`config.mk`:
```
export PLATFORM = sky130hd
export DESIGN_NAME = st_glue_top
export DESIGN_NICKNAME = d
export VERILOG_FILES = /design/src/st_pkg.sv /design/src/st_glue_top.sv /design/src/st_audio_mix.sv /design/src/st_mem_map.sv /design/src/st_rtc.sv /design/src/st_reset_seq.sv
export SDC_FILE = /design/constraint.sdc
export NUM_CORES = 1
export LEC_CHECK = 0
export ABC_AREA = 0
export ABC_CLOCK_PERIOD_IN_PS = 4960
export BUFFER_PORTS_ARGS = -buffer_cell sky130_fd_sc_hd__buf_2
export CAP_MARGIN = 20
export CELL_PAD_IN_SITES_DETAIL_PLACEMENT = 0
export CELL_PAD_IN_SITES_GLOBAL_PLACEMENT = 1
export CORE_MARGIN = 2
export CORE_UTILIZATION = 40
export CTS_BUF_LIST = sky130_fd_sc_hd__clkbuf_4 sky130_fd_sc_hd__clkbuf_8
export DETAILED_ROUTE_END_ITERATION = 6
export PLACE_DENSITY = 0.93
export SLEW_MARGIN = 20
export SYNTH_ARGS = -nofsm -noshare
export SYNTH_HDL_FRONTEND = slang
export SYNTH_SLANG_ARGS = --single-unit
export TNS_END_PERCENT = 20
```
`constraint.sdc`:
```
create_clock -name clk_32 -period 4.96 [get_ports clk_32]
set_clock_uncertainty 0.15 [all_clocks]
set_input_delay 0.992 -clock clk_32 [delete_from_list [all_inputs] [get_ports clk_32]]
set_output_delay 0.992 -clock clk_32 [all_outputs]
set_load 0.02 [all_outputs]
```
`src/st_pkg.sv`:
```
// --------------------
// shared widths, memory-size encoding and
// address constants of the system glue
// --------------------
`default_nettype none

package st_pkg;

	// bus word address, bits 23 down to 1
	typedef logic [23:1] addr_t;
	typedef logic [3:0]  nibble_t;
	// packed BCD time from the IO controller
	typedef logic [63:0] rtc_time_t;
	typedef logic [31:0] ctrl_word_t;
	typedef logic [9:0]  ym_sample_t;
	typedef logic [7:0]  ste_sample_t;
	typedef logic [14:0] mix_sample_t;
	typedef logic [6:0]  rst_cnt_t;

	typedef enum logic [2:0] {
		MEM_512K = 3'd0,
		MEM_1M   = 3'd1,
		MEM_2M   = 3'd2,
		MEM_4M   = 3'd3,
		MEM_8M   = 3'd4,
		MEM_14M  = 3'd5
	} mem_size_e;

	// control word fields
	localparam int CTRL_EXT_RESET = 0;
	localparam int CTRL_MEM_LSB   = 1;
	localparam int CTRL_MEM_MSB   = 3;
	localparam int CTRL_STE       = 23;
	localparam int CTRL_MSTE      = 24;
	localparam int CTRL_VIKING    = 28;

	// reset sequencer
	localparam rst_cnt_t RESET_COUNT     = 7'd127;
	localparam rst_cnt_t MCU_RESET_START = 7'd10;
	localparam rst_cnt_t MCU_RESET_END   = 7'd8;

	// GEMDOS counts years from 1980
	localparam nibble_t RTC_YEAR_OFFSET = 4'd2;

	// viking video memory at $c00000 or $e80000
	localparam logic [5:0] VIKING_WIN_LOW  = 6'b110000;
	localparam logic [4:0] VIKING_WIN_HIGH = 5'b11101;

	// rom remap bases for 256K and 192K TOS
	localparam nibble_t TOS_LOW_BASE  = 4'he;
	localparam nibble_t TOS_HIGH_BASE = 4'hf;

	// midpoint of the unsigned audio samples
	localparam ym_sample_t  YM_MIDPOINT  = 10'h200;
	localparam ste_sample_t STE_MIDPOINT = 8'h80;

endpackage

`default_nettype wire
```
`src/st_glue_top.sv`:
```
// --------------------
// system glue top level, control word
// decode and the four glue blocks
// --------------------
`timescale 1ns/1ps
`default_nettype none

module st_glue_top (
	input  wire logic                clk_32,
	input  wire logic                xsint,
	input  wire st_pkg::ctrl_word_t  system_ctrl_i,
	input  wire logic                cpu_reset_n_i,
	output logic                     reset_o,
	output logic                     peripheral_reset_o,
	output logic                     mcu_reset_n_o,
	// RTC
	input  wire st_pkg::rtc_time_t   rtc_i,
	input  wire logic                rtccs_n_i,
	input  wire logic                rtcwr_n_i,
	input  wire st_pkg::nibble_t     rtc_a_i,
	input  wire st_pkg::nibble_t     rtc_wdata_i,
	output st_pkg::nibble_t          rtc_rdata_o,
	// memory map
	input  wire st_pkg::addr_t       ram_a_i,
	output logic                     ram_en_o,
	input  wire st_pkg::addr_t       bus_a_i,
	input  wire logic                rom2_n_i,
	input  wire logic                data_download_i,
	input  wire st_pkg::addr_t       data_addr_i,
	output st_pkg::addr_t            rom_a_o,
	// audio
	input  wire st_pkg::ym_sample_t  ym_l_i,
	input  wire st_pkg::ym_sample_t  ym_r_i,
	input  wire st_pkg::ste_sample_t ste_l_i,
	input  wire st_pkg::ste_sample_t ste_r_i,
	output st_pkg::mix_sample_t      mix_l_o,
	output st_pkg::mix_sample_t      mix_r_o
);

	import st_pkg::*;

	logic      ext_reset;
	mem_size_e mem_size;
	logic      viking_en;
	logic      steroids;

	assign ext_reset = system_ctrl_i[CTRL_EXT_RESET];
	assign mem_size  = mem_size_e'(system_ctrl_i[CTRL_MEM_MSB:CTRL_MEM_LSB]);
	assign viking_en = system_ctrl_i[CTRL_VIKING];
	// STe on steroids needs both the STe and Mega STe bits
	assign steroids  = system_ctrl_i[CTRL_STE] & system_ctrl_i[CTRL_MSTE];

	st_reset_seq st_reset_seq_inst (
		.clk_32             (clk_32),
		.xsint              (xsint),
		.ext_reset_i        (ext_reset),
		.cpu_reset_n_i      (cpu_reset_n_i),
		.reset_o            (reset_o),
		.peripheral_reset_o (peripheral_reset_o),
		.mcu_reset_n_o      (mcu_reset_n_o)
	);

	st_rtc st_rtc_inst (
		.clk_32         (clk_32),
		.xsint          (xsint),
		.periph_reset_i (peripheral_reset_o),
		.rtc_i          (rtc_i),
		.rtc_cs_n_i     (rtccs_n_i),
		.rtc_wr_n_i     (rtcwr_n_i),
		.rtc_a_i        (rtc_a_i),
		.rtc_wdata_i    (rtc_wdata_i),
		.rtc_rdata_o    (rtc_rdata_o)
	);

	st_mem_map st_mem_map_inst (
		.clk_32          (clk_32),
		.xsint           (xsint),
		.mem_size_i      (mem_size),
		.viking_en_i     (viking_en),
		.steroids_i      (steroids),
		.ram_a_i         (ram_a_i),
		.ram_en_o        (ram_en_o),
		.bus_a_i         (bus_a_i),
		.rom2_n_i        (rom2_n_i),
		.data_download_i (data_download_i),
		.data_addr_i     (data_addr_i),
		.rom_a_o         (rom_a_o)
	);

	st_audio_mix st_audio_mix_inst (
		.clk_32  (clk_32),
		.xsint   (xsint),
		.ym_l_i  (ym_l_i),
		.ym_r_i  (ym_r_i),
		.ste_l_i (ste_l_i),
		.ste_r_i (ste_r_i),
		.mix_l_o (mix_l_o),
		.mix_r_o (mix_r_o)
	);

endmodule

`default_nettype wire

```
`src/st_audio_mix.sv`:
```
// --------------------
// PSG plus DMA sound stereo mixer
// --------------------
`timescale 1ns/1ps
`default_nettype none

module st_audio_mix (
	input  wire logic                clk_32,
	input  wire logic                xsint,
	input  wire st_pkg::ym_sample_t  ym_l_i,
	input  wire st_pkg::ym_sample_t  ym_r_i,
	input  wire st_pkg::ste_sample_t ste_l_i,
	input  wire st_pkg::ste_sample_t ste_r_i,
	output st_pkg::mix_sample_t      mix_l_o,
	output st_pkg::mix_sample_t      mix_r_o
);

	import st_pkg::*;

	// one output channel, both sources scaled to 15 bits and summed
	function automatic mix_sample_t mix_channel(input ym_sample_t ym, input ste_sample_t ste);
		ym_sample_t  ym_s;
		ste_sample_t ste_s;
		mix_sample_t ym_w;
		mix_sample_t ste_w;
		ym_s  = ym - YM_MIDPOINT;
		ste_s = ste - STE_MIDPOINT;
		// repeat the top bits below to fill the full range
		ym_w  = {ym_s[9], ym_s, ym_s[9:6]};
		ste_w = {ste_s[7], ste_s, ste_s[7:2]};
		return ym_w + ste_w;
	endfunction

	always_ff @(posedge clk_32 or negedge xsint) begin
		if (!xsint) begin
			mix_l_o <= '0;
			mix_r_o <= '0;
		end else begin
			mix_l_o <= mix_channel(ym_l_i, ste_l_i);
			mix_r_o <= mix_channel(ym_r_i, ste_r_i);
		end
	end

endmodule

`default_nettype wire

```
`src/st_mem_map.sv`:
```
// --------------------
// RAM enable windows, TOS size detection
// and ROM address remap
// --------------------
`timescale 1ns/1ps
`default_nettype none

module st_mem_map (
	input  wire logic              clk_32,
	input  wire logic              xsint,
	input  wire st_pkg::mem_size_e mem_size_i,
	input  wire logic              viking_en_i,
	input  wire logic              steroids_i,
	input  wire st_pkg::addr_t     ram_a_i,
	output logic                   ram_en_o,
	input  wire st_pkg::addr_t     bus_a_i,
	input  wire logic              rom2_n_i,
	input  wire logic              data_download_i,
	input  wire st_pkg::addr_t     data_addr_i,
	output st_pkg::addr_t          rom_a_o
);

	import st_pkg::*;

	logic size_en;
	logic viking_mem_ok;
	logic viking_live;
	logic viking_hit;
	logic tos192k;

	always_comb begin
		case (mem_size_i)
			MEM_512K: size_en = (ram_a_i[23:19] == 5'b00000);
			MEM_1M:   size_en = (ram_a_i[23:20] == 4'b0000);
			MEM_2M:   size_en = (ram_a_i[23:21] == 3'b000);
			MEM_4M:   size_en = (ram_a_i[23:22] == 2'b00);
			MEM_8M:   size_en = ~ram_a_i[23];
			// everything but the top 2M of the address space
			MEM_14M:  size_en = (ram_a_i[23:21] != 3'b111);
			default:  size_en = 1'b0;
		endcase
	end

	// viking needs 8M or less, unless in steroids mode
	assign viking_mem_ok = (mem_size_i == MEM_512K) || (mem_size_i == MEM_1M) ||
	                       (mem_size_i == MEM_2M) || (mem_size_i == MEM_4M) ||
	                       (mem_size_i == MEM_8M);
	assign viking_live = (viking_en_i && viking_mem_ok) || steroids_i;

	always_comb begin
		if (steroids_i) begin
			viking_hit = (ram_a_i[23:19] == VIKING_WIN_HIGH);
		end else begin
			viking_hit = (ram_a_i[23:18] == VIKING_WIN_LOW);
		end
	end

	assign ram_en_o = size_en | (viking_live & viking_hit);

	// 192K TOS loads at $fc0000, 256K TOS at $e00000
	always_ff @(posedge clk_32 or negedge xsint) begin
		if (!xsint) begin
			tos192k <= 1'b0;
		end else if (data_download_i) begin
			if (data_addr_i[23:18] == 6'b111111) begin
				tos192k <= 1'b1;
			end else if (data_addr_i[23:20] == 4'he) begin
				tos192k <= 1'b0;
			end
		end
	end

	always_comb begin
		if (rom2_n_i) begin
			rom_a_o = bus_a_i;
		end else if (tos192k) begin
			rom_a_o = {TOS_HIGH_BASE, 2'b11, bus_a_i[17:1]};
		end else begin
			rom_a_o = {TOS_LOW_BASE, 2'b00, bus_a_i[17:1]};
		end
	end

endmodule

`default_nettype wire

```
`src/st_rtc.sv`:
```
// --------------------
// RP5C15 real-time clock, register read
// mux and bank 1 nibble storage
// --------------------
`timescale 1ns/1ps
`default_nettype none

module st_rtc (
	input  wire logic               clk_32,
	input  wire logic               xsint,
	input  wire logic               periph_reset_i,
	input  wire st_pkg::rtc_time_t  rtc_i,
	input  wire logic               rtc_cs_n_i,
	input  wire logic               rtc_wr_n_i,
	input  wire st_pkg::nibble_t    rtc_a_i,
	input  wire st_pkg::nibble_t    rtc_wdata_i,
	output st_pkg::nibble_t         rtc_rdata_o
);

	import st_pkg::*;

	logic    rtc_bank;
	logic    rtc_we;
	nibble_t bank0_rdata;
	nibble_t bank1_mem [16];

	assign rtc_we = ~(rtc_cs_n_i | rtc_wr_n_i);

	// time bank straight from the IO controller word
	always_comb begin
		case (rtc_a_i)
			4'h0:    bank0_rdata = rtc_i[3:0];
			4'h1:    bank0_rdata = rtc_i[7:4];
			4'h2:    bank0_rdata = rtc_i[11:8];
			4'h3:    bank0_rdata = rtc_i[15:12];
			4'h4:    bank0_rdata = rtc_i[19:16];
			4'h5:    bank0_rdata = rtc_i[23:20];
			4'h6:    bank0_rdata = rtc_i[51:48];
			4'h7:    bank0_rdata = rtc_i[27:24];
			4'h8:    bank0_rdata = rtc_i[31:28];
			4'h9:    bank0_rdata = rtc_i[35:32];
			4'ha:    bank0_rdata = rtc_i[39:36];
			4'hb:    bank0_rdata = rtc_i[43:40] + RTC_YEAR_OFFSET;
			4'hc:    bank0_rdata = rtc_i[47:44];
			default: bank0_rdata = 4'hf;
		endcase
	end

	always_comb begin
		case (rtc_a_i)
			// mode register shows the bank bit
			4'hd:    rtc_rdata_o = {1'b1, 2'b00, rtc_bank};
			4'he:    rtc_rdata_o = 4'h0;
			4'hf:    rtc_rdata_o = 4'hc;
			default: begin
				if (rtc_bank) begin
					rtc_rdata_o = bank1_mem[rtc_a_i];
				end else begin
					rtc_rdata_o = bank0_rdata;
				end
			end
		endcase
		// no time from the IO controller, so the clock stays invisible
		if (rtc_i == '0) begin
			rtc_rdata_o = 4'hf;
		end
	end

	always_ff @(posedge clk_32 or negedge xsint) begin
		if (!xsint) begin
			rtc_bank <= 1'b0;
		end else if (periph_reset_i) begin
			rtc_bank <= 1'b0;
		end else if (rtc_we && rtc_a_i == 4'hd) begin
			rtc_bank <= rtc_wdata_i[0];
		end
	end

	// scratch nibbles
	always_ff @(posedge clk_32) begin
		if (rtc_we && !periph_reset_i && rtc_a_i != 4'hd) begin
			bank1_mem[rtc_a_i] <= rtc_wdata_i;
		end
	end

endmodule

`default_nettype wire

```
`src/st_reset_seq.sv`:
```
// --------------------
// power-on reset counter, peripheral reset
// and short chipset reset pulse
// --------------------
`timescale 1ns/1ps
`default_nettype none

module st_reset_seq (
	input  wire logic clk_32,
	input  wire logic xsint,
	input  wire logic ext_reset_i,
	input  wire logic cpu_reset_n_i,
	output logic      reset_o,
	output logic      peripheral_reset_o,
	output logic      mcu_reset_n_o
);

	import st_pkg::*;

	rst_cnt_t reset_cnt;
	logic     cpu_reset_n_d;
	logic     cpu_reset_fall;

	// RESET instruction from the cpu
	assign cpu_reset_fall = ~cpu_reset_n_i & cpu_reset_n_d;

	always_ff @(posedge clk_32 or negedge xsint) begin
		if (!xsint) begin
			reset_cnt          <= RESET_COUNT;
			cpu_reset_n_d      <= 1'b1;
			reset_o            <= 1'b1;
			peripheral_reset_o <= 1'b1;
			mcu_reset_n_o      <= 1'b1;
		end else begin
			cpu_reset_n_d      <= cpu_reset_n_i;
			reset_o            <= (reset_cnt != '0);
			peripheral_reset_o <= reset_o | ~cpu_reset_n_i;

			if (ext_reset_i) begin
				reset_cnt <= RESET_COUNT;
			end else if (reset_cnt != '0) begin
				reset_cnt <= reset_cnt - 1'b1;
			end

			// the memory controller needs the chipset running,
			// so it only sees a short pulse near the end
			if (cpu_reset_fall && reset_cnt == '0) begin
				mcu_reset_n_o <= 1'b0;
			end else if (reset_cnt == MCU_RESET_START) begin
				mcu_reset_n_o <= 1'b0;
			end else if (reset_cnt < MCU_RESET_END) begin
				mcu_reset_n_o <= 1'b1;
			end
		end
	end

endmodule

`default_nettype wire

```
==> results.md <==
- NumNets Final: 967
- Top-area cell type share of the netlist area: 0.302
- Peak VDD IR: 135 uV
- Final GP Congestion: 0.856
- Min cycle time layout: roughly 4.2 ns
- Clock Latency Late Sink: roughly 0.38 ns
- Synth Flop Type: edfxtp_1
- Layout area overhead: 18.3%
- Die Wd: 130 um
- Leakage: 3.08 nW
- Initial Util: 0.405
- Gr usage total: 0.176
- Total die area: 16,900 um^2
- Ant diodes: 0
- Max-cap violations: 0
- Vias/cell: around 5.4
- Syn. warnings: 0
- Vias in the first global route: roughly 4,800
- Total gr overflow: 0
- R2r startpoint: st_reset_seq_inst.peripheral_reset_o
- Final setup fails: 0
- Crit. End Element: primary output
- Largest buffer count on any clock path: 2
- Root Buffer: clkbuf_8
- Via count: 5,024
- Worst Tran Pin Value: 0.817 ns
- WP data arrival: 3.11 ns
- Initial antenna violation count: 0
- Clock transition at path regs: 0.10 ns
- Count leader, synth: edfxtp_1
- Fin cells: 939
- H-tree depth: 3
- Num rows: 46
- CP endpoint: rtc_rdata_o[0]
- Min-Delay Path Depth: 2
- Detail Placement HPWL: 11.7 mm
- Critical path fanouts, max: 29
- Seq cells post-synth: 107
- Largest net degree at the start of global routing: 44
- Worst r2r dst: st_rtc_inst.bank1_mem[5][2]
- CTS tree: done
- CTS Sinks: 107
- Synthesized area per cell: between 10 and 15 um^2
- Unrepaired setup endpoints after global routing: no
- Port bufs: 183
- Final wirelength: 15.3 mm
- Final hold violation count: 0
- Remaining DRCs: 0
- Most instantiated cells after synthesis: edfxtp_1, nand2_1, nor2_1, dfrtp_1, ha_1
- Ys async rst share: 0.402
- Fmax: 235 MHz
- Status: finished, final reports clean
- Hold Path Class: reg -> reg
- Die Y: 130 um
- Synth unique cells: 72
- Detail Route Antenna Nets: 0
- Worst Setup SP: rtc_a_i[0]
- Io pins: 277
- WS Path Type: in -> out
- Initial DRC count: a little under 200
- Fin crit share: 0.856
- Synth Instances: 558
- Power density cells: 274 nW/um^2
- Post-synth EDFFs: 64
- Setup TNS: 0 ns
- Hold buffers post-CTS: 0
- Worst Reg-to-Reg Cells: 3
- Placed Cells: 923
- Main area contributors after synthesis: edfxtp_1, dfrtp_1, ha_1
- Routed wire per std cell: about 16 um
- CP required: 3.82 ns
- Slew margin rel.: 0.450
- First-pass iteration count of the detailed router: 4
- Synth area leader: edfxtp_1
- CTS buffer count: 9
- R2R Setup Slk: just under 3 ns
- Layout cells sized above 1: 0.329
- Slew Viols, Final: 0
- Post-cts resize count: 0
- Setup Fix Bufs, Post-CTS: 0
- Seq/Total Area, Yosys: 0.474
- Mapped cell area: 6360 um^2
- Core area: 15,700 um^2
- Worst setup SP type: input pin
- First-pass GRT wire length: 23.2 mm
[logic make-up (layout without fill, tap and decap cells)]
| group | Yosys count | in the layout | synth area share |
|---|---|---|---|
| mux | 38 | 38 | 0.0949 |
| flops | 107 | 107 | 0.474 |
| compound gates | 119 | 119 | 0.133 |
| other cells | 1 | 4 | 0.000590 |
| xor+xnor | 22 | 22 | 0.0303 |
| simple gates | 183 | 183 | 0.152 |
| fa+ha+maj | 33 | 33 | 0.0673 |
| buf+inv | 55 | 217 | 0.0482 |
[routing by layer]
layer	share of wire	up-vias	track usage
met5	0	-	0
met4	0.020	0	0.0576
met3	0.088	26	0.0488
met2	0.49	230	0.303
met1	0.40	2337	0.214
li1	-	2431	-
[power by group]
group	internal, mW	switching (mW)	leakage, nW
combinational	0.210	0.307	1.90
sequential	1.00	0.0162	1.07
clock	0.200	0.328	0.101
total	1.41	0.651	3.08
[worst min path at each step]
stage	startpoint	to	slack [ns]
3_3_place_gp	st_reset_seq_inst.reset_cnt[6]	st_reset_seq_inst.reset_cnt[6]	0.31
3_5_place_dp	st_reset_seq_inst.reset_cnt[6]	st_reset_seq_inst.reset_cnt[6]	0.31
2_1_floorplan	st_reset_seq_inst.reset_cnt[6]	st_reset_seq_inst.reset_cnt[6]	0.30
6_report	st_reset_seq_inst.reset_cnt[6]	st_reset_seq_inst.reset_cnt[6]	0.33
4_1_cts	st_reset_seq_inst.reset_cnt[6]	st_reset_seq_inst.reset_cnt[6]	0.33
5_1_grt	st_reset_seq_inst.reset_cnt[6]	st_reset_seq_inst.reset_cnt[6]	0.35
[state kept, by name, indices dropped and copies added, names as in the netlist]
signal / cells
st_reset_seq_inst.reset_o: 1
st_rtc_inst.bank1_mem: 64
st_reset_seq_inst.cpu_reset_n_d: 1
st_rtc_inst.rtc_bank: 1
st_audio_mix_inst.mix_l_o: 15
st_reset_seq_inst.peripheral_reset_o: 1
st_reset_seq_inst.mcu_reset_n_o: 1
st_audio_mix_inst.mix_r_o: 15
st_mem_map_inst.tos192k: 1
st_reset_seq_inst.reset_cnt: 7
[worst max-delay path, cell delays in order]
cell     delay, ns
buf_2         0.56
buf_4         0.32
mux4_2        0.53
mux2i_1       0.15
mux2i_1       0.09
o22ai_1       0.16
o21ai_1       0.10
buf_2         0.17
[placed cells by master, fill, tap and decap left out, types with 4 or more instances in the layout]
| cell | synthesis | layout |
|---|---|---|
| buf_2 | 10 | 182 |
| edfxtp_1 | 64 | 64 |
| nand2_1 | 39 | 39 |
| nor2_1 | 38 | 38 |
| dfrtp_1 | 32 | 32 |
| ha_1 | 31 | 31 |
| a21oi_1 | 22 | 22 |
| nor4_1 | 20 | 20 |
| xnor2_1 | 18 | 18 |
| nor3_1 | 17 | 17 |
| inv_1 | 16 | 16 |
| mux2i_1 | 16 | 16 |
| mux4_2 | 16 | 16 |
| nand2b_1 | 13 | 13 |
| a211oi_1 | 12 | 12 |
| o21ai_0 | 12 | 12 |
| nor2b_1 | 12 | 12 |
| dfstp_2 | 11 | 11 |
| o21ai_1 | 10 | 10 |
| nand3_1 | 9 | 9 |
| clkbuf_8 | 0 | 9 |
| a21o_1 | 7 | 7 |
| nand3b_1 | 7 | 7 |
| nand4_1 | 7 | 7 |
| o21bai_1 | 6 | 6 |
| o211ai_1 | 6 | 6 |
| a22oi_1 | 6 | 6 |
| o31ai_1 | 5 | 5 |
| xor2_1 | 4 | 4 |
| conb_1 | 1 | 4 |
[through the flow]
step	setup WS (ns)	power, mW	hold slack (ns)	cell area [um^2]	utilization
2_1_floorplan	1.45	1.38	0.297	6370	-
3_3_place_gp	0.713	1.55	0.308	7320	0.466
3_5_place_dp	0.679	1.55	0.315	7320	0.466
4_1_cts	0.673	2.09	0.329	7520	0.479
5_1_grt	0.524	2.17	0.353	7520	0.479
6_report	0.712	2.06	0.328	7520	0.479
[area by class of cell]
class,instances,area [um^2]
flip-flops and latches,107,3010
repair buffers,185,933
clock inverters,7,73.8
inverters,16,60.1
multi-input cells,399,3050
fillers,1497,8190
clock buffers,9,124
well taps,216,270
Note: power is estimated with default switching activity, not from simulation.
